--- src/lc4_pkg.sv ---
`default_nettype none

package lc4_pkg;

    localparam int WORD_W    = 16;
    localparam int REG_SEL_W = 3;
    localparam int NUM_REGS  = 8;

    // major opcodes in insn[15:12]
    localparam logic [3:0] OP_ARITH = 4'b0001;
    localparam logic [3:0] OP_LOGIC = 4'b0101;
    localparam logic [3:0] OP_LDR   = 4'b0110;
    localparam logic [3:0] OP_STR   = 4'b0111;
    localparam logic [3:0] OP_CONST = 4'b1001;

    typedef enum logic [3:0] {
        ALU_ADD, ALU_MUL, ALU_SUB, ALU_ADDI,
        ALU_AND, ALU_NOT, ALU_OR, ALU_XOR, ALU_ANDI,
        ALU_PASS_B,
        // base plus offset for LDR and STR
        ALU_ADDR
    } alu_op_e;

    typedef struct packed {
        logic [REG_SEL_W-1:0] rs_sel;
        logic [REG_SEL_W-1:0] rt_sel;
        logic [REG_SEL_W-1:0] rd_sel;
        logic                 rs_re;
        logic                 rt_re;
        logic                 rd_we;
        logic                 is_load;
        logic                 is_store;
        alu_op_e              alu_op;
        logic [WORD_W-1:0]    imm;
        logic [WORD_W-1:0]    insn;
    } insn_ctl_t;

    // trace stall codes, 1 is unused with a single pipe and no branches
    typedef enum logic [1:0] {
        STALL_NONE = 2'd0,
        STALL_FILL = 2'd2,
        STALL_LOAD = 2'd3
    } stall_e;

    typedef enum logic [1:0] {FWD_REG, FWD_M, FWD_W} fwd_e;

endpackage

`default_nettype wire

--- src/lc4_pipe_ctl_if.sv ---
`default_nettype none

// decisions of the hazard controller, one modport per consumer stage
interface lc4_pipe_ctl_if;

    logic            hold_fd;
    logic            x_bubble;
    lc4_pkg::fwd_e   rs_fwd;
    lc4_pkg::fwd_e   rt_fwd;
    // store data select for the store sitting in memory
    lc4_pkg::fwd_e   st_fwd;

    modport ctrl (output hold_fd, x_bubble, rs_fwd, rt_fwd, st_fwd);
    modport fetch (input hold_fd);
    modport exec (input x_bubble, rs_fwd, rt_fwd);
    modport memwb (input st_fwd);

endinterface

`default_nettype wire

--- src/lc4_decoder.sv ---
`default_nettype none

module lc4_decoder (
    input  wire [lc4_pkg::WORD_W-1:0] i_insn,
    output lc4_pkg::insn_ctl_t        o_ctl
);

    lc4_pkg::alu_op_e grp_op;
    logic             grp_ok;
    logic             is_logic;

    assign is_logic = (i_insn[15:12] == lc4_pkg::OP_LOGIC);

    // sub-op of the arithmetic and logic groups, DIV is not kept
    always_comb begin
        grp_op = lc4_pkg::ALU_ADD;
        grp_ok = 1'b1;
        casez ({is_logic, i_insn[5:3]})
            4'b0000: grp_op = lc4_pkg::ALU_ADD;
            4'b0001: grp_op = lc4_pkg::ALU_MUL;
            4'b0010: grp_op = lc4_pkg::ALU_SUB;
            4'b01??: grp_op = lc4_pkg::ALU_ADDI;
            4'b1000: grp_op = lc4_pkg::ALU_AND;
            4'b1001: grp_op = lc4_pkg::ALU_NOT;
            4'b1010: grp_op = lc4_pkg::ALU_OR;
            4'b1011: grp_op = lc4_pkg::ALU_XOR;
            4'b11??: grp_op = lc4_pkg::ALU_ANDI;
            default: grp_ok = 1'b0;
        endcase
    end

    always_comb begin
        o_ctl        = '0;
        o_ctl.insn   = i_insn;
        o_ctl.rs_sel = i_insn[8:6];
        o_ctl.rt_sel = i_insn[2:0];
        o_ctl.rd_sel = i_insn[11:9];
        o_ctl.alu_op = lc4_pkg::ALU_PASS_B;
        o_ctl.imm    = {{11{i_insn[4]}}, i_insn[4:0]};
        case (i_insn[15:12])
            lc4_pkg::OP_ARITH, lc4_pkg::OP_LOGIC: begin
                if (grp_ok) begin
                    o_ctl.rs_re  = 1'b1;
                    o_ctl.rt_re  = !i_insn[5] && (grp_op != lc4_pkg::ALU_NOT);
                    o_ctl.rd_we  = 1'b1;
                    o_ctl.alu_op = grp_op;
                end
            end
            lc4_pkg::OP_LDR: begin
                o_ctl.rs_re   = 1'b1;
                o_ctl.rd_we   = 1'b1;
                o_ctl.is_load = 1'b1;
                o_ctl.alu_op  = lc4_pkg::ALU_ADDR;
                o_ctl.imm     = {{10{i_insn[5]}}, i_insn[5:0]};
            end
            lc4_pkg::OP_STR: begin
                // the data register sits where rd would be
                o_ctl.rt_sel   = i_insn[11:9];
                o_ctl.rs_re    = 1'b1;
                o_ctl.rt_re    = 1'b1;
                o_ctl.is_store = 1'b1;
                o_ctl.alu_op   = lc4_pkg::ALU_ADDR;
                o_ctl.imm      = {{10{i_insn[5]}}, i_insn[5:0]};
            end
            lc4_pkg::OP_CONST: begin
                o_ctl.rd_we = 1'b1;
                o_ctl.imm   = {{7{i_insn[8]}}, i_insn[8:0]};
            end
            default: ;
        endcase
    end

endmodule

`default_nettype wire

--- src/lc4_regfile.sv ---
`default_nettype none

module lc4_regfile (
    input  wire                          gwe,
    input  wire                          i_reset,
    input  wire [lc4_pkg::REG_SEL_W-1:0] i_rs_sel,
    input  wire [lc4_pkg::REG_SEL_W-1:0] i_rt_sel,
    output logic [lc4_pkg::WORD_W-1:0]   o_rs_data,
    output logic [lc4_pkg::WORD_W-1:0]   o_rt_data,
    input  wire [lc4_pkg::REG_SEL_W-1:0] i_rd_sel,
    input  wire                          i_rd_we,
    input  wire [lc4_pkg::WORD_W-1:0]    i_rd_data
);

    logic [lc4_pkg::WORD_W-1:0] regs [lc4_pkg::NUM_REGS];

    always_ff @(posedge gwe) begin
        if (i_reset) begin
            for (int i = 0; i < lc4_pkg::NUM_REGS; i++) begin
                regs[i] <= '0;
            end
        end else if (i_rd_we) begin
            regs[i_rd_sel] <= i_rd_data;
        end
    end

    // write-through so decode sees the value retiring this cycle
    assign o_rs_data = (i_rd_we && i_rd_sel == i_rs_sel) ? i_rd_data : regs[i_rs_sel];
    assign o_rt_data = (i_rd_we && i_rd_sel == i_rt_sel) ? i_rd_data : regs[i_rt_sel];

    a_wsel_known: assert property (@(posedge gwe) disable iff (i_reset)
        i_rd_we |-> !$isunknown(i_rd_sel));

endmodule

`default_nettype wire

--- src/lc4_alu.sv ---
`default_nettype none

module lc4_alu (
    input  wire lc4_pkg::alu_op_e       i_op,
    input  wire [lc4_pkg::WORD_W-1:0]   i_a,
    input  wire [lc4_pkg::WORD_W-1:0]   i_b,
    input  wire [lc4_pkg::WORD_W-1:0]   i_imm,
    output logic [lc4_pkg::WORD_W-1:0]  o_result
);

    // all results wrap at 16 bits
    always_comb begin
        case (i_op)
            lc4_pkg::ALU_ADD:    o_result = i_a + i_b;
            lc4_pkg::ALU_MUL:    o_result = i_a * i_b;
            lc4_pkg::ALU_SUB:    o_result = i_a - i_b;
            lc4_pkg::ALU_ADDI:   o_result = i_a + i_imm;
            lc4_pkg::ALU_AND:    o_result = i_a & i_b;
            lc4_pkg::ALU_NOT:    o_result = ~i_a;
            lc4_pkg::ALU_OR:     o_result = i_a | i_b;
            lc4_pkg::ALU_XOR:    o_result = i_a ^ i_b;
            lc4_pkg::ALU_ANDI:   o_result = i_a & i_imm;
            lc4_pkg::ALU_PASS_B: o_result = i_imm;
            // memory address, base in rs
            lc4_pkg::ALU_ADDR:   o_result = i_a + i_imm;
            default:             o_result = '0;
        endcase
    end

endmodule

`default_nettype wire

--- src/lc4_fetch_decode.sv ---
`default_nettype none

module lc4_fetch_decode #(
    parameter logic [lc4_pkg::WORD_W-1:0] RESET_PC = 16'h8200
) (
    input  wire                         gwe,
    input  wire                         i_reset,
    input  wire [lc4_pkg::WORD_W-1:0]   i_insn,
    lc4_pipe_ctl_if.fetch               ctl,
    output logic [lc4_pkg::WORD_W-1:0]  o_pc,
    output logic [lc4_pkg::WORD_W-1:0]  o_d_pc,
    output lc4_pkg::insn_ctl_t          o_d_ctl
);

    logic [lc4_pkg::WORD_W-1:0] d_insn;

    // a reset bubble leaves decode with pc and insn both zero
    always_ff @(posedge gwe) begin
        if (i_reset) begin
            o_pc   <= RESET_PC;
            o_d_pc <= '0;
            d_insn <= '0;
        end else if (!ctl.hold_fd) begin
            o_pc   <= o_pc + 1'b1;
            o_d_pc <= o_pc;
            d_insn <= i_insn;
        end
    end

    lc4_decoder u_decoder (
        .i_insn (d_insn),
        .o_ctl  (o_d_ctl)
    );

endmodule

`default_nettype wire

--- src/lc4_execute.sv ---
`default_nettype none

module lc4_execute (
    input  wire                         gwe,
    input  wire                         i_reset,
    lc4_pipe_ctl_if.exec                ctl,
    input  wire lc4_pkg::insn_ctl_t     i_d_ctl,
    input  wire [lc4_pkg::WORD_W-1:0]   i_d_pc,
    input  wire [lc4_pkg::WORD_W-1:0]   i_rs_data,
    input  wire [lc4_pkg::WORD_W-1:0]   i_rt_data,
    input  wire [lc4_pkg::WORD_W-1:0]   i_m_result,
    input  wire [lc4_pkg::WORD_W-1:0]   i_w_data,
    output lc4_pkg::insn_ctl_t          o_x_ctl,
    output logic [lc4_pkg::WORD_W-1:0]  o_x_pc,
    output lc4_pkg::stall_e             o_x_stall,
    output logic [lc4_pkg::WORD_W-1:0]  o_result,
    output logic [lc4_pkg::WORD_W-1:0]  o_rt_value
);

    logic [lc4_pkg::WORD_W-1:0] x_rs;
    logic [lc4_pkg::WORD_W-1:0] x_rt;
    logic [lc4_pkg::WORD_W-1:0] rs_val;
    logic                       d_fill;

    function automatic logic [lc4_pkg::WORD_W-1:0] pick(
        lc4_pkg::fwd_e              sel,
        logic [lc4_pkg::WORD_W-1:0] reg_val,
        logic [lc4_pkg::WORD_W-1:0] m_val,
        logic [lc4_pkg::WORD_W-1:0] w_val
    );
        case (sel)
            lc4_pkg::FWD_M: return m_val;
            lc4_pkg::FWD_W: return w_val;
            default:        return reg_val;
        endcase
    endfunction

    assign d_fill = (i_d_ctl.insn == '0) && (i_d_pc == '0);

    always_ff @(posedge gwe) begin
        if (i_reset) begin
            o_x_ctl   <= '0;
            o_x_pc    <= '0;
            o_x_stall <= lc4_pkg::STALL_FILL;
        end else if (ctl.x_bubble) begin
            o_x_ctl   <= '0;
            o_x_pc    <= '0;
            o_x_stall <= lc4_pkg::STALL_LOAD;
        end else begin
            o_x_ctl   <= i_d_ctl;
            o_x_pc    <= i_d_pc;
            if (d_fill) begin
                o_x_stall <= lc4_pkg::STALL_FILL;
            end else begin
                o_x_stall <= lc4_pkg::STALL_NONE;
            end
        end
    end

    always_ff @(posedge gwe) begin
        x_rs <= i_rs_data;
        x_rt <= i_rt_data;
    end

    // MX and WX bypass
    assign rs_val     = pick(ctl.rs_fwd, x_rs, i_m_result, i_w_data);
    assign o_rt_value = pick(ctl.rt_fwd, x_rt, i_m_result, i_w_data);

    lc4_alu u_alu (
        .i_op     (o_x_ctl.alu_op),
        .i_a      (rs_val),
        .i_b      (o_rt_value),
        .i_imm    (o_x_ctl.imm),
        .o_result (o_result)
    );

endmodule

`default_nettype wire

--- src/lc4_mem_wb.sv ---
`default_nettype none

module lc4_mem_wb (
    input  wire                            gwe,
    input  wire                            i_reset,
    lc4_pipe_ctl_if.memwb                  ctl,
    input  wire lc4_pkg::insn_ctl_t        i_x_ctl,
    input  wire [lc4_pkg::WORD_W-1:0]      i_x_pc,
    input  wire [lc4_pkg::WORD_W-1:0]      i_x_result,
    input  wire [lc4_pkg::WORD_W-1:0]      i_x_rt_value,
    input  wire lc4_pkg::stall_e           i_x_stall,
    input  wire [lc4_pkg::WORD_W-1:0]      i_dmem_data,
    output logic [lc4_pkg::WORD_W-1:0]     o_dmem_addr,
    output logic                           o_dmem_we,
    output logic [lc4_pkg::WORD_W-1:0]     o_dmem_towrite,
    output lc4_pkg::insn_ctl_t             o_m_ctl,
    output logic [lc4_pkg::WORD_W-1:0]     o_m_result,
    output lc4_pkg::insn_ctl_t             o_w_ctl,
    output logic [lc4_pkg::WORD_W-1:0]     o_w_data,
    output lc4_pkg::stall_e                o_test_stall,
    output logic [lc4_pkg::WORD_W-1:0]     o_test_cur_pc,
    output logic [lc4_pkg::WORD_W-1:0]     o_test_cur_insn,
    output logic                           o_test_regfile_we,
    output logic [lc4_pkg::REG_SEL_W-1:0]  o_test_regfile_wsel,
    output logic [lc4_pkg::WORD_W-1:0]     o_test_regfile_data,
    output logic                           o_test_dmem_we,
    output logic [lc4_pkg::WORD_W-1:0]     o_test_dmem_addr,
    output logic [lc4_pkg::WORD_W-1:0]     o_test_dmem_data
);

    logic [lc4_pkg::WORD_W-1:0] m_pc;
    logic [lc4_pkg::WORD_W-1:0] m_rt;
    logic [lc4_pkg::WORD_W-1:0] m_dmem_data;
    logic [lc4_pkg::WORD_W-1:0] w_result;
    lc4_pkg::stall_e            m_stall;

    always_ff @(posedge gwe) begin
        if (i_reset) begin
            o_m_ctl       <= '0;
            m_pc          <= '0;
            m_stall       <= lc4_pkg::STALL_FILL;
            o_w_ctl       <= '0;
            o_test_cur_pc <= '0;
            o_test_stall  <= lc4_pkg::STALL_FILL;
        end else begin
            o_m_ctl       <= i_x_ctl;
            m_pc          <= i_x_pc;
            m_stall       <= i_x_stall;
            o_w_ctl       <= o_m_ctl;
            o_test_cur_pc <= m_pc;
            o_test_stall  <= m_stall;
        end
    end

    always_ff @(posedge gwe) begin
        o_m_result       <= i_x_result;
        m_rt             <= i_x_rt_value;
        w_result         <= o_m_result;
        o_test_dmem_addr <= o_dmem_addr;
        o_test_dmem_data <= m_dmem_data;
    end

    // WM bypass of store data from the instruction retiring now
    assign o_dmem_towrite = (ctl.st_fwd == lc4_pkg::FWD_W) ? o_w_data : m_rt;
    assign o_dmem_we      = o_m_ctl.is_store;
    assign o_dmem_addr    = (o_m_ctl.is_load || o_m_ctl.is_store) ? o_m_result : '0;

    // loaded word or stored word, as the trace reports it
    always_comb begin
        if (o_m_ctl.is_load) begin
            m_dmem_data = i_dmem_data;
        end else if (o_m_ctl.is_store) begin
            m_dmem_data = o_dmem_towrite;
        end else begin
            m_dmem_data = '0;
        end
    end

    assign o_w_data = o_w_ctl.is_load ? o_test_dmem_data : w_result;

    assign o_test_cur_insn     = o_w_ctl.insn;
    assign o_test_regfile_we   = o_w_ctl.rd_we;
    assign o_test_regfile_wsel = o_w_ctl.rd_sel;
    assign o_test_regfile_data = o_w_data;
    assign o_test_dmem_we      = o_w_ctl.is_store;

    a_no_store_on_load: assert property (@(posedge gwe) disable iff (i_reset)
        $rose(o_dmem_we) |-> !o_m_ctl.is_load);

endmodule

`default_nettype wire

--- src/lc4_hazard_ctrl.sv ---
`default_nettype none

module lc4_hazard_ctrl (
    lc4_pipe_ctl_if.ctrl            ctl,
    input  wire lc4_pkg::insn_ctl_t i_d_ctl,
    input  wire lc4_pkg::insn_ctl_t i_x_ctl,
    input  wire lc4_pkg::insn_ctl_t i_m_ctl,
    input  wire lc4_pkg::insn_ctl_t i_w_ctl
);

    logic load_use;

    // memory stage wins since it holds the younger write
    function automatic lc4_pkg::fwd_e fwd_sel(
        logic                          re,
        logic [lc4_pkg::REG_SEL_W-1:0] sel,
        lc4_pkg::insn_ctl_t            m,
        lc4_pkg::insn_ctl_t            w
    );
        if (re && m.rd_we && m.rd_sel == sel) begin
            return lc4_pkg::FWD_M;
        end
        if (re && w.rd_we && w.rd_sel == sel) begin
            return lc4_pkg::FWD_W;
        end
        return lc4_pkg::FWD_REG;
    endfunction

    // store data of a dependent store is caught later by the WM bypass
    assign load_use = i_x_ctl.is_load && i_x_ctl.rd_we &&
        ((i_d_ctl.rs_re && i_d_ctl.rs_sel == i_x_ctl.rd_sel) ||
         (i_d_ctl.rt_re && !i_d_ctl.is_store && i_d_ctl.rt_sel == i_x_ctl.rd_sel));

    assign ctl.hold_fd  = load_use;
    assign ctl.x_bubble = load_use;

    assign ctl.rs_fwd = fwd_sel(i_x_ctl.rs_re, i_x_ctl.rs_sel, i_m_ctl, i_w_ctl);
    assign ctl.rt_fwd = fwd_sel(i_x_ctl.rt_re, i_x_ctl.rt_sel, i_m_ctl, i_w_ctl);
    assign ctl.st_fwd = (i_m_ctl.is_store && i_w_ctl.rd_we &&
                         i_w_ctl.rd_sel == i_m_ctl.rt_sel) ? lc4_pkg::FWD_W : lc4_pkg::FWD_REG;

endmodule

`default_nettype wire

--- src/lc4_core.sv ---
`default_nettype none

module lc4_core #(
    parameter logic [lc4_pkg::WORD_W-1:0] RESET_PC = 16'h8200
) (
    input  wire                            gwe,
    input  wire                            i_reset,
    output logic [lc4_pkg::WORD_W-1:0]     o_cur_pc,
    input  wire [lc4_pkg::WORD_W-1:0]      i_cur_insn,
    output logic [lc4_pkg::WORD_W-1:0]     o_dmem_addr,
    input  wire [lc4_pkg::WORD_W-1:0]      i_cur_dmem_data,
    output logic                           o_dmem_we,
    output logic [lc4_pkg::WORD_W-1:0]     o_dmem_towrite,
    output logic [1:0]                     o_test_stall,
    output logic [lc4_pkg::WORD_W-1:0]     o_test_cur_pc,
    output logic [lc4_pkg::WORD_W-1:0]     o_test_cur_insn,
    output logic                           o_test_regfile_we,
    output logic [lc4_pkg::REG_SEL_W-1:0]  o_test_regfile_wsel,
    output logic [lc4_pkg::WORD_W-1:0]     o_test_regfile_data,
    output logic                           o_test_dmem_we,
    output logic [lc4_pkg::WORD_W-1:0]     o_test_dmem_addr,
    output logic [lc4_pkg::WORD_W-1:0]     o_test_dmem_data
);

    lc4_pkg::insn_ctl_t         d_ctl;
    lc4_pkg::insn_ctl_t         x_ctl;
    lc4_pkg::insn_ctl_t         m_ctl;
    lc4_pkg::insn_ctl_t         w_ctl;
    lc4_pkg::stall_e            x_stall;
    logic [lc4_pkg::WORD_W-1:0] d_pc;
    logic [lc4_pkg::WORD_W-1:0] x_pc;
    logic [lc4_pkg::WORD_W-1:0] rs_data;
    logic [lc4_pkg::WORD_W-1:0] rt_data;
    logic [lc4_pkg::WORD_W-1:0] x_result;
    logic [lc4_pkg::WORD_W-1:0] x_rt_value;
    logic [lc4_pkg::WORD_W-1:0] m_result;
    logic [lc4_pkg::WORD_W-1:0] w_data;

    lc4_pipe_ctl_if pipe_ctl ();

    lc4_fetch_decode #(.RESET_PC(RESET_PC)) u_fetch_decode (
        .gwe     (gwe),
        .i_reset (i_reset),
        .i_insn  (i_cur_insn),
        .ctl     (pipe_ctl.fetch),
        .o_pc    (o_cur_pc),
        .o_d_pc  (d_pc),
        .o_d_ctl (d_ctl)
    );

    lc4_regfile u_regfile (
        .gwe       (gwe),
        .i_reset   (i_reset),
        .i_rs_sel  (d_ctl.rs_sel),
        .i_rt_sel  (d_ctl.rt_sel),
        .o_rs_data (rs_data),
        .o_rt_data (rt_data),
        .i_rd_sel  (w_ctl.rd_sel),
        .i_rd_we   (w_ctl.rd_we),
        .i_rd_data (w_data)
    );

    lc4_execute u_execute (
        .gwe        (gwe),
        .i_reset    (i_reset),
        .ctl        (pipe_ctl.exec),
        .i_d_ctl    (d_ctl),
        .i_d_pc     (d_pc),
        .i_rs_data  (rs_data),
        .i_rt_data  (rt_data),
        .i_m_result (m_result),
        .i_w_data   (w_data),
        .o_x_ctl    (x_ctl),
        .o_x_pc     (x_pc),
        .o_x_stall  (x_stall),
        .o_result   (x_result),
        .o_rt_value (x_rt_value)
    );

    lc4_mem_wb u_mem_wb (
        .gwe                 (gwe),
        .i_reset             (i_reset),
        .ctl                 (pipe_ctl.memwb),
        .i_x_ctl             (x_ctl),
        .i_x_pc              (x_pc),
        .i_x_result          (x_result),
        .i_x_rt_value        (x_rt_value),
        .i_x_stall           (x_stall),
        .i_dmem_data         (i_cur_dmem_data),
        .o_dmem_addr         (o_dmem_addr),
        .o_dmem_we           (o_dmem_we),
        .o_dmem_towrite      (o_dmem_towrite),
        .o_m_ctl             (m_ctl),
        .o_m_result          (m_result),
        .o_w_ctl             (w_ctl),
        .o_w_data            (w_data),
        .o_test_stall        (o_test_stall),
        .o_test_cur_pc       (o_test_cur_pc),
        .o_test_cur_insn     (o_test_cur_insn),
        .o_test_regfile_we   (o_test_regfile_we),
        .o_test_regfile_wsel (o_test_regfile_wsel),
        .o_test_regfile_data (o_test_regfile_data),
        .o_test_dmem_we      (o_test_dmem_we),
        .o_test_dmem_addr    (o_test_dmem_addr),
        .o_test_dmem_data    (o_test_dmem_data)
    );

    lc4_hazard_ctrl u_hazard_ctrl (
        .ctl     (pipe_ctl.ctrl),
        .i_d_ctl (d_ctl),
        .i_x_ctl (x_ctl),
        .i_m_ctl (m_ctl),
        .i_w_ctl (w_ctl)
    );

endmodule

`default_nettype wire

--- config.mk ---
export PLATFORM = sky130hd
export DESIGN_NAME = lc4_core
export DESIGN_NICKNAME = d
export VERILOG_FILES = /design/src/lc4_pkg.sv /design/src/lc4_pipe_ctl_if.sv /design/src/lc4_decoder.sv /design/src/lc4_regfile.sv /design/src/lc4_alu.sv /design/src/lc4_fetch_decode.sv /design/src/lc4_execute.sv /design/src/lc4_mem_wb.sv /design/src/lc4_hazard_ctrl.sv /design/src/lc4_core.sv
export SDC_FILE = /design/constraint.sdc
export NUM_CORES = 1
export LEC_CHECK = 0
export BUFFER_PORTS_ARGS = -buffer_cell sky130_fd_sc_hd__buf_2
export CORE_ASPECT_RATIO = 0.75
export CORE_MARGIN = 8
export CORE_UTILIZATION = 40
export CTS_CLUSTER_SIZE = 24
export DETAILED_ROUTE_END_ITERATION = 8
export PLACE_DENSITY_LB_ADDON = 0.3
export SLEW_MARGIN = 20
export SYNTH_ARGS = -nofsm -noshare
export SYNTH_HDL_FRONTEND = slang
export SYNTH_SLANG_ARGS = --single-unit
--- constraint.sdc ---
create_clock -name gwe -period 7.03 [get_ports gwe]
set_clock_uncertainty 0.15 [all_clocks]
set_input_delay 1.0545 -clock gwe [delete_from_list [all_inputs] [get_ports gwe]]
set_output_delay 1.0545 -clock gwe [all_outputs]
set_load 0.01 [all_outputs]
==> impl_metrics.csv, run 1 <==
group,metric,value,unit
logic_synthesis,synth_enable_flop_cells,128,
logic_synthesis,synth_top_flop_cell,"dfxtp_1",
floorplan,ios,170,
sta,maxClockFrequency,0.1487,GHz
setup_path,timing.critical_path.required,7300,ps
final_layout,layout.nets,2603,
cts,cts_sinks,418,
global_route,gr-usage-all-layers,0.2360,
cts,cts_tree,"done",
sta,maxSlewViolCount,0,
cts,clock_tree.buffer_depth,3,
final_layout,post_route_standard_cell_area_excluding_fillers,26400,um^2
run_status,run_status,"finished, final reports clean",
cts,number_of_buffers_created_by_cts,43,
setup_path,startpoint_type,"flip-flop",
power,power_per_cell_area,297.9,nW/um^2
sta,final.setup.worst_slack,305.9,ps
logic_synthesis,yosys.area_share.xor_xnor,0.03877,
global_route,wire_length_of_the_first_global_routing_pass,112.4,mm
sta,finalCriticalPeriod,6724,ps
logic_synthesis,netlist_area,22300,um^2
logic_synthesis,yosys.area.top_type,"dfxtp_1",
detailed_routing,vias_per_cell,5.574,
floorplan,die_height,220.5,um
logic_synthesis,synth_area_per_cell,10.33,um^2
power,share_clk_of_total_power,0.311,
power,pwr-share-seq,0.357,
hold_path,hp-class,"reg -> reg",
detailed_routing,detail_route.first_pass.iterations,8,
power,intPower,5137,uW
logic_synthesis,post_synthesis_sequential_element_count,418,
power,p_switching,2728,uW
setup_path,critical_path_peak_fanout,4,
floorplan,start_util,0.4014,
sta,setup_viol_count_final,0,
detailed_routing,detail-route-antenna-nets,0,
floorplan,die_area,63630,um^2
cts,clk_pin_slew,60,ps
floorplan,chipWidth,288.6,um
logic_synthesis,post_synth_fa_ha_maj_area_fraction,0.1232,
cts,htree_num_levels,2,
detailed_routing,drt-initial-drc-count,1894,
placement,globalplace.congestion,1.057,
sta,hold_viol_final,0,
logic_synthesis,synth_area_leaders,"dfxtp_1 (26%), edfxtp_1 (17%), fa_1 (7.3%)",
detailed_routing,routed_wl,75.57,mm
logic_synthesis,synth-warning-count,0,
logic_synthesis,ys_async_sr_fraction,0,
power,leakage_power_figure,0.01121,uW
logic_synthesis,synth_commonest_cells,"dfxtp_1 (290), nor2_1 (286), inv_1 (167), nand2_1 (151), edfxtp_1 (128)",
logic_synthesis,synth.mux.area_fraction,0.09786,
logic_synthesis,synth.most_common_cell,"dfxtp_1",
logic_synthesis,synth_largest_type_area_fraction,0.2604,
placement,io_buffers,169,
floorplan,core-area,55550,um^2
logic_synthesis,synth_compound_gate_area_share,0.09724,
final_layout,fill_cells,5225,
global_route,grt_max_degree,94,
setup_path,critPathCaptureType,"flip-flop",
logic_synthesis,post_synth_inst_count,2159,
placement,post-dp-hpwl,55.70,mm
logic_synthesis,largest_family_of_logic_cells_by_synthesized_area,"simple AND/OR/NAND/NOR gates",
power,p_comb_frac,0.332,
logic_synthesis,synth.lib_cells_used.distinct,74,
job,max-cap-violations,0,
power,ir_drop,0.2011,mV
global_route,antenna_found_initial,2,
global_route,via_count_of_the_first_global_routing_pass,17610,
sta,layout_worst_path_cycle_share,0.9565,
setup_path,cpMaxStageDelayCell,"fa_1",
cts,source_to_sink_clock_delay_at_the_later_pin_of_the_worst_skew_pair,590,ps
setup_path,timing_worst_setup_path_type,"reg -> reg",
logic_synthesis,synth-simple-area-share,0.1501,
setup_path,worst_path_most_repeated_cell,"ha_1",
detailed_routing,detailroute.via_count,17640,
setup_path,crit_arrival,7000,ps
sta,slew-limit-headroom,0.2290,
final_layout,antenna_cells_inserted,0,
logic_synthesis,yosysSeqAreaShare,0.4327,
power,net_switching_fraction_of_the_power,0.3469,
logic_synthesis,syn-num-nets,2364,
placement,placed_cell_area,24570,um^2
detailed_routing,drc_errors,0,
sta,worst_slew_pin_slew,1157,ps
global_route,grt_overflow_total,0,
setup_path,worst_path_largest_cell_delay,470,ps
final_layout,final_cell_utilization_of_the_core,0.4753,
placement,preCtsSetupSlack,56.75,ps
detailed_routing,detail_route.wl_per_cell,23.88,um
cts,cts_root_buffer,"clkbuf_16",
final_layout,layout-drive-gt1-share,0.2215,
floorplan,placementRows,75,
final_layout,areaGrowthSynthToFinish,18.41,%
-- area by class of cell --
cell class                 instances  area [um^2]  area share
inverter                         180        679.4     0.02573
multi-input combinational       1425        11500      0.4356
tap                              731        914.6     0.03464
sequential                       418         9652      0.3656
clock inverter                    16        232.7    0.008814
clock buffer                      64         1301     0.04928
timing repair buffer             330         2122     0.08037
-- flip-flops by register name, summed over array words and instances (netlist names), 2 cells and up, named ones only --
name and flops:
u_fetch_decode.o_pc 16, u_mem_wb.o_test_regfile_wsel 2, u_mem_wb.o_m_ctl 21, u_execute.o_x_ctl 32
u_execute.x_rt 16, u_execute.x_rs 16, u_execute.o_x_pc 16, u_mem_wb.m_stall 2
u_mem_wb.m_pc 16, u_mem_wb.o_m_result 16, u_mem_wb.o_test_cur_pc 16, u_mem_wb.w_result 16
u_execute.o_x_stall 2, u_mem_wb.o_test_dmem_addr 16, u_mem_wb.o_test_dmem_data 16, u_mem_wb.o_test_stall 2
u_mem_wb.m_rt 16, u_fetch_decode.o_d_pc 16, u_fetch_decode.d_insn 16, u_regfile.regs 128
u_mem_wb.o_test_cur_insn 14
-- cells in the final DEF, fill, tap and decap left out, drive strengths merged, types with 5 or more instances in the layout --
| cell | n |
|---|---|
| o21ai | 76 |
| fa | 81 |
| a22o | 45 |
| nand4 | 13 |
| o41ai | 5 |
| and2 | 35 |
| ha | 90 |
| xnor2 | 47 |
| mux2i | 71 |
| clkbuf | 64 |
| nor2b | 107 |
| nor3 | 23 |
| mux4 | 64 |
| dfxtp | 290 |
| or3 | 6 |
| a21oi | 90 |
| a211oi | 17 |
| o211ai | 13 |
| o21bai | 5 |
| nand2 | 152 |
| edfxtp | 128 |
| nor2 | 286 |
| xor2 | 38 |
| a22oi | 12 |
| clkinv | 16 |
| o221ai | 12 |
| nand3 | 21 |
| inv | 175 |
| a21o | 7 |
| nor4 | 16 |
| nand2b | 17 |
| and3 | 6 |
| buf | 330 |
| o21a | 10 |
-- stage by stage --
step | cells | setup TNS, ps | total power [uW] | hold slack [ps]
final | 3164 | 0 | 7865 | 258.5
after global routing | 3164 | -76.35 | 8281 | 276.6
after CTS | 3142 | 0 | 7872 | 263.1
after detailed placement | 3062 | 0 | 5406 | 250.9
after global placement | 3062 | 0 | 5372 | 252.3
after floorplan | 2159 | 0 | 4392 | 209.7
-- power by group through the flow --
stage	clock network [uW]	logic, uW	registers, uW
floorplan	0	1650	2750
global route	2580	2890	2810
detailed placement	0	2560	2850
CTS	2480	2590	2800
global placement	0	2530	2850
finish	2450	2610	2810
-- worst max-delay path, delay by kind of cell, from the launching register on --
| kind | cells | cell delay, ps |
|---|---|---|
| DFF | 1 | 370 |
| buffers and inverters | 6 | 790 |
| AOI/OAI and AO/OA | 10 | 2080 |
| and+or+nand+nor | 2 | 350 |
| adders and majority gates | 7 | 2430 |
| xor gates and xnor gates | 2 | 390 |
-- kinds of logic (layout without fill, tap and decap cells) --
logic type / count (synthesis) / count (layout)
mux: 137 / 137
fa+ha+maj: 171 / 171
simple gates: 704 / 704
flops: 418 / 418
buf+inv: 316 / 590
compound gates: 324 / 324
xor+xnor: 89 / 89
-- worst paths after layout --
check	from	endpoint	slack, ps	depth (start not counted)
hold / removal	u_execute.o_x_stall[1]	u_mem_wb.m_stall[1]	260	1
setup reg to reg	u_mem_wb.o_test_cur_insn[11]	u_mem_wb.o_m_result[15]	310	27
hold reg to reg	u_execute.o_x_stall[1]	u_mem_wb.m_stall[1]	260	1
setup / recovery	u_mem_wb.o_test_cur_insn[11]	u_mem_wb.o_m_result[15]	310	27
-- metal layers --
| metal | routed length [um] | global-route usage | share of wire |
|---|---|---|---|
| met5 | 13 | 0 | 0.00017 |
| met4 | 2135 | 0.06663 | 0.028 |
| met3 | 8556 | 0.07234 | 0.11 |
| met2 | 30710 | 0.3392 | 0.41 |
| met1 | 34150 | 0.3403 | 0.45 |
-- what timing repair did --
action	CTS	global route
hold buffers	0	0
resized for setup	2	31
setup endpoints to repair	1	6
buffers inserted	0	22
pin swaps	0	18
No activity file was read; power rests on OpenSTA's default activity.
==> run 2, diff against run 1 <==
--- a/config.mk
+++ b/config.mk
@@ -5,10 +5,12 @@
 export SDC_FILE = /design/constraint.sdc
 export NUM_CORES = 1
 export LEC_CHECK = 0
+export ABC_CLOCK_PERIOD_IN_PS = 7030
 export BUFFER_PORTS_ARGS = -buffer_cell sky130_fd_sc_hd__buf_2
 export CORE_ASPECT_RATIO = 0.75
 export CORE_MARGIN = 8
 export CORE_UTILIZATION = 40
+export CTS_BUF_LIST = sky130_fd_sc_hd__clkbuf_4
 export CTS_CLUSTER_SIZE = 24
 export DETAILED_ROUTE_END_ITERATION = 8
 export PLACE_DENSITY_LB_ADDON = 0.3
==> impl_metrics.csv, run 2 (synthesized netlist as in run 1, its figures left out) <==
group,metric,value,unit
detailed_routing,detail_route.wl_per_cell,23.26,um
detailed_routing,routed_wl,76.30,mm
floorplan,die_height,220.5,um
cts,cts_root_buffer,"clkbuf_4",
placement,post-dp-hpwl,55.70,mm
setup_path,critPathCaptureType,"flip-flop",
setup_path,worst_path_most_repeated_cell,"ha_1",
floorplan,die_area,63630,um^2
detailed_routing,drc_errors,0,
placement,post-place-cells,3062,
floorplan,core-area,55550,um^2
global_route,wire_length_of_the_first_global_routing_pass,114.2,mm
power,leakage_power_figure,0.01129,uW
placement,preCtsSetupSlack,56.75,ps
job,max-cap-violations,0,
global_route,grt_max_degree,94,
final_layout,largestRegisters,"u_regfile.regs x128, u_execute.o_x_ctl x32, u_mem_wb.o_m_ctl x21",
placement,io_buffers,169,
setup_path,cpMaxStageDelayCell,"fa_1",
setup_path,critical_path_peak_fanout,4,
setup_path,crit_family,"adder cells",
sta,layout_worst_path_cycle_share,0.9662,
final_layout,layout-drive-gt1-share,0.2534,
power,totalPowerFinal,7531,uW
detailed_routing,detailroute.via_count,18000,
sta,final.setup.worst_slack,237.5,ps
sta,maxClockFrequency,0.1472,GHz
sta,finalCriticalPeriod,6792,ps
floorplan,placementRows,75,
final_layout,post_route_standard_cell_area_excluding_fillers,26270,um^2
sta,hold_viol_final,0,
cts,cts_tree,"done",
floorplan,start_util,0.4014,
floorplan,ios,170,
setup_path,startpoint_type,"flip-flop",
final_layout,final_non_filler_cells,3280,
setup_path,timing.critical_path.required,7630,ps
setup_path,setup.reg_to_reg.worst_slack,240,ps
final_layout,layout.nets,2663,
detailed_routing,detail-route-antenna-nets,0,
sta,setup_viol_count_final,0,
sta,worst_slew_pin_slew,1128,ps
final_layout,areaGrowthSynthToFinish,17.83,%
cts,cts_sinks,418,
cts,source_to_sink_clock_delay_at_the_later_pin_of_the_worst_skew_pair,910,ps
global_route,via_count_of_the_first_global_routing_pass,18170,
hold_path,hp-class,"in -> reg",
cts,clock_tree.buffer_depth,3,
placement,globalplace.congestion,1.057,
floorplan,chipWidth,288.6,um
power,ir_drop,0.2094,mV
final_layout,largest_reg_flops,128,
final_layout,most-common-layout-cells,"dfxtp_1 (287), nor2_1 (286), buf_2 (168), inv_1 (165), clkbuf_4 (159)",
sta,slew-limit-headroom,0.2440,
detailed_routing,detail_route.first_pass.iterations,6,
detailed_routing,vias_per_cell,5.488,
final_layout,final_common_cell,"dfxtp_1",
setup_path,path_buf_inv,6,
power,power_per_cell_area,286.6,nW/um^2
sta,maxSlewViolCount,0,
setup_path,worst_path_largest_cell_delay,470,ps
detailed_routing,drt-initial-drc-count,2061,
placement,placed_cell_area,24570,um^2
setup_path,crit_arrival,7390,ps
global_route,antenna_found_initial,3,
run_status,run_status,"finished, final reports clean",
global_route,gr-usage-all-layers,0.2395,
cts,clk_pin_slew,80,ps
global_route,grt_overflow_total,0,
cts,htree_num_levels,3,
final_layout,largest_register,"u_regfile.regs",
setup_path,timing_worst_setup_path_type,"reg -> reg",
cts,number_of_buffers_created_by_cts,103,
[run 2: changes by cell type in the layout (fill, tap and decap cells not counted), moves of 3 or more]
cell / previous run / this run
clkbuf_8: 4 / 0
inv_6: 1 / 4
clkinv_1: 6 / 28
clkbuf_1: 12 / 0
clkbuf_16: 48 / 0
clkbuf_4: 0 / 159
bufinv_16: 3 / 0
diode_2: 0 / 4
[run 2: cell type report]
| type | instances | area (um^2) |
|---|---|---|
| Antenna cell | 4 | 10.01 |
| Clock buffer | 159 | 1194 |
| Clock inverter | 33 | 186.4 |
| Fill cell | 5265 | 29280 |
| Inverter | 180 | 679.4 |
| Multi-Input combinational cell | 1425 | 11510 |
| Sequential cell | 418 | 9653 |
| Tap cell | 731 | 914.6 |
| Timing Repair Buffer | 330 | 2122 |
[run 2: worst register-to-register path: cells and delay by family (launching register included)]
family	cells	cell delay, ps
AOI/OAI and AO/OA	10	2150
buffers and inverters	6	820
and+or+nand+nor	2	370
xor gates and xnor gates	2	370
adders and majority gates	7	2430
DFF	1	360
[run 2: path summary, 6_finish.rpt]
check	start	end	cells after the start
setup / recovery	u_mem_wb.o_test_cur_insn[11]	u_mem_wb.o_m_result[15]	27
hold / removal	i_cur_insn[15]	u_fetch_decode.d_insn[15]	2
setup reg to reg	u_mem_wb.o_test_cur_insn[11]	u_mem_wb.o_m_result[15]	27
hold reg to reg	u_execute.o_x_stall[1]	u_mem_wb.m_stall[1]	1
[run 2: routing by layer]
layer | vias up | part of all wire | GRT usage
met5 | - | 0 | 0
met4 | 0 | 0.025 | 0.06881
met3 | 137 | 0.11 | 0.07480
met2 | 993 | 0.41 | 0.3455
met1 | 8826 | 0.45 | 0.3430
li1 | 8045 | - | -
[run 2: metrics by stage]
step             util  hold WS (ps)  TNS, ps
6_report       0.4730         217.3        0
5_1_grt        0.4730         123.7   -109.6
4_1_cts        0.4673         115.0        0
3_5_place_dp   0.4422         250.9        0
3_3_place_gp   0.4422         252.3        0
2_1_floorplan       -         209.7        0
[run 2: power by group]
group          internal, uW  switching (uW)
clock network          1050            1060
registers              2640             166
logic                  1080            1540
[run 2: timing repair]
| action | in CTS | in global routing |
|---|---|---|
| pin swaps | 0 | 18 |
| buffers inserted | 0 | 22 |
| hold buffers | 0 | 0 |
| endpoints found under the setup margin | 1 | 7 |
| resized for setup | 2 | 36 |
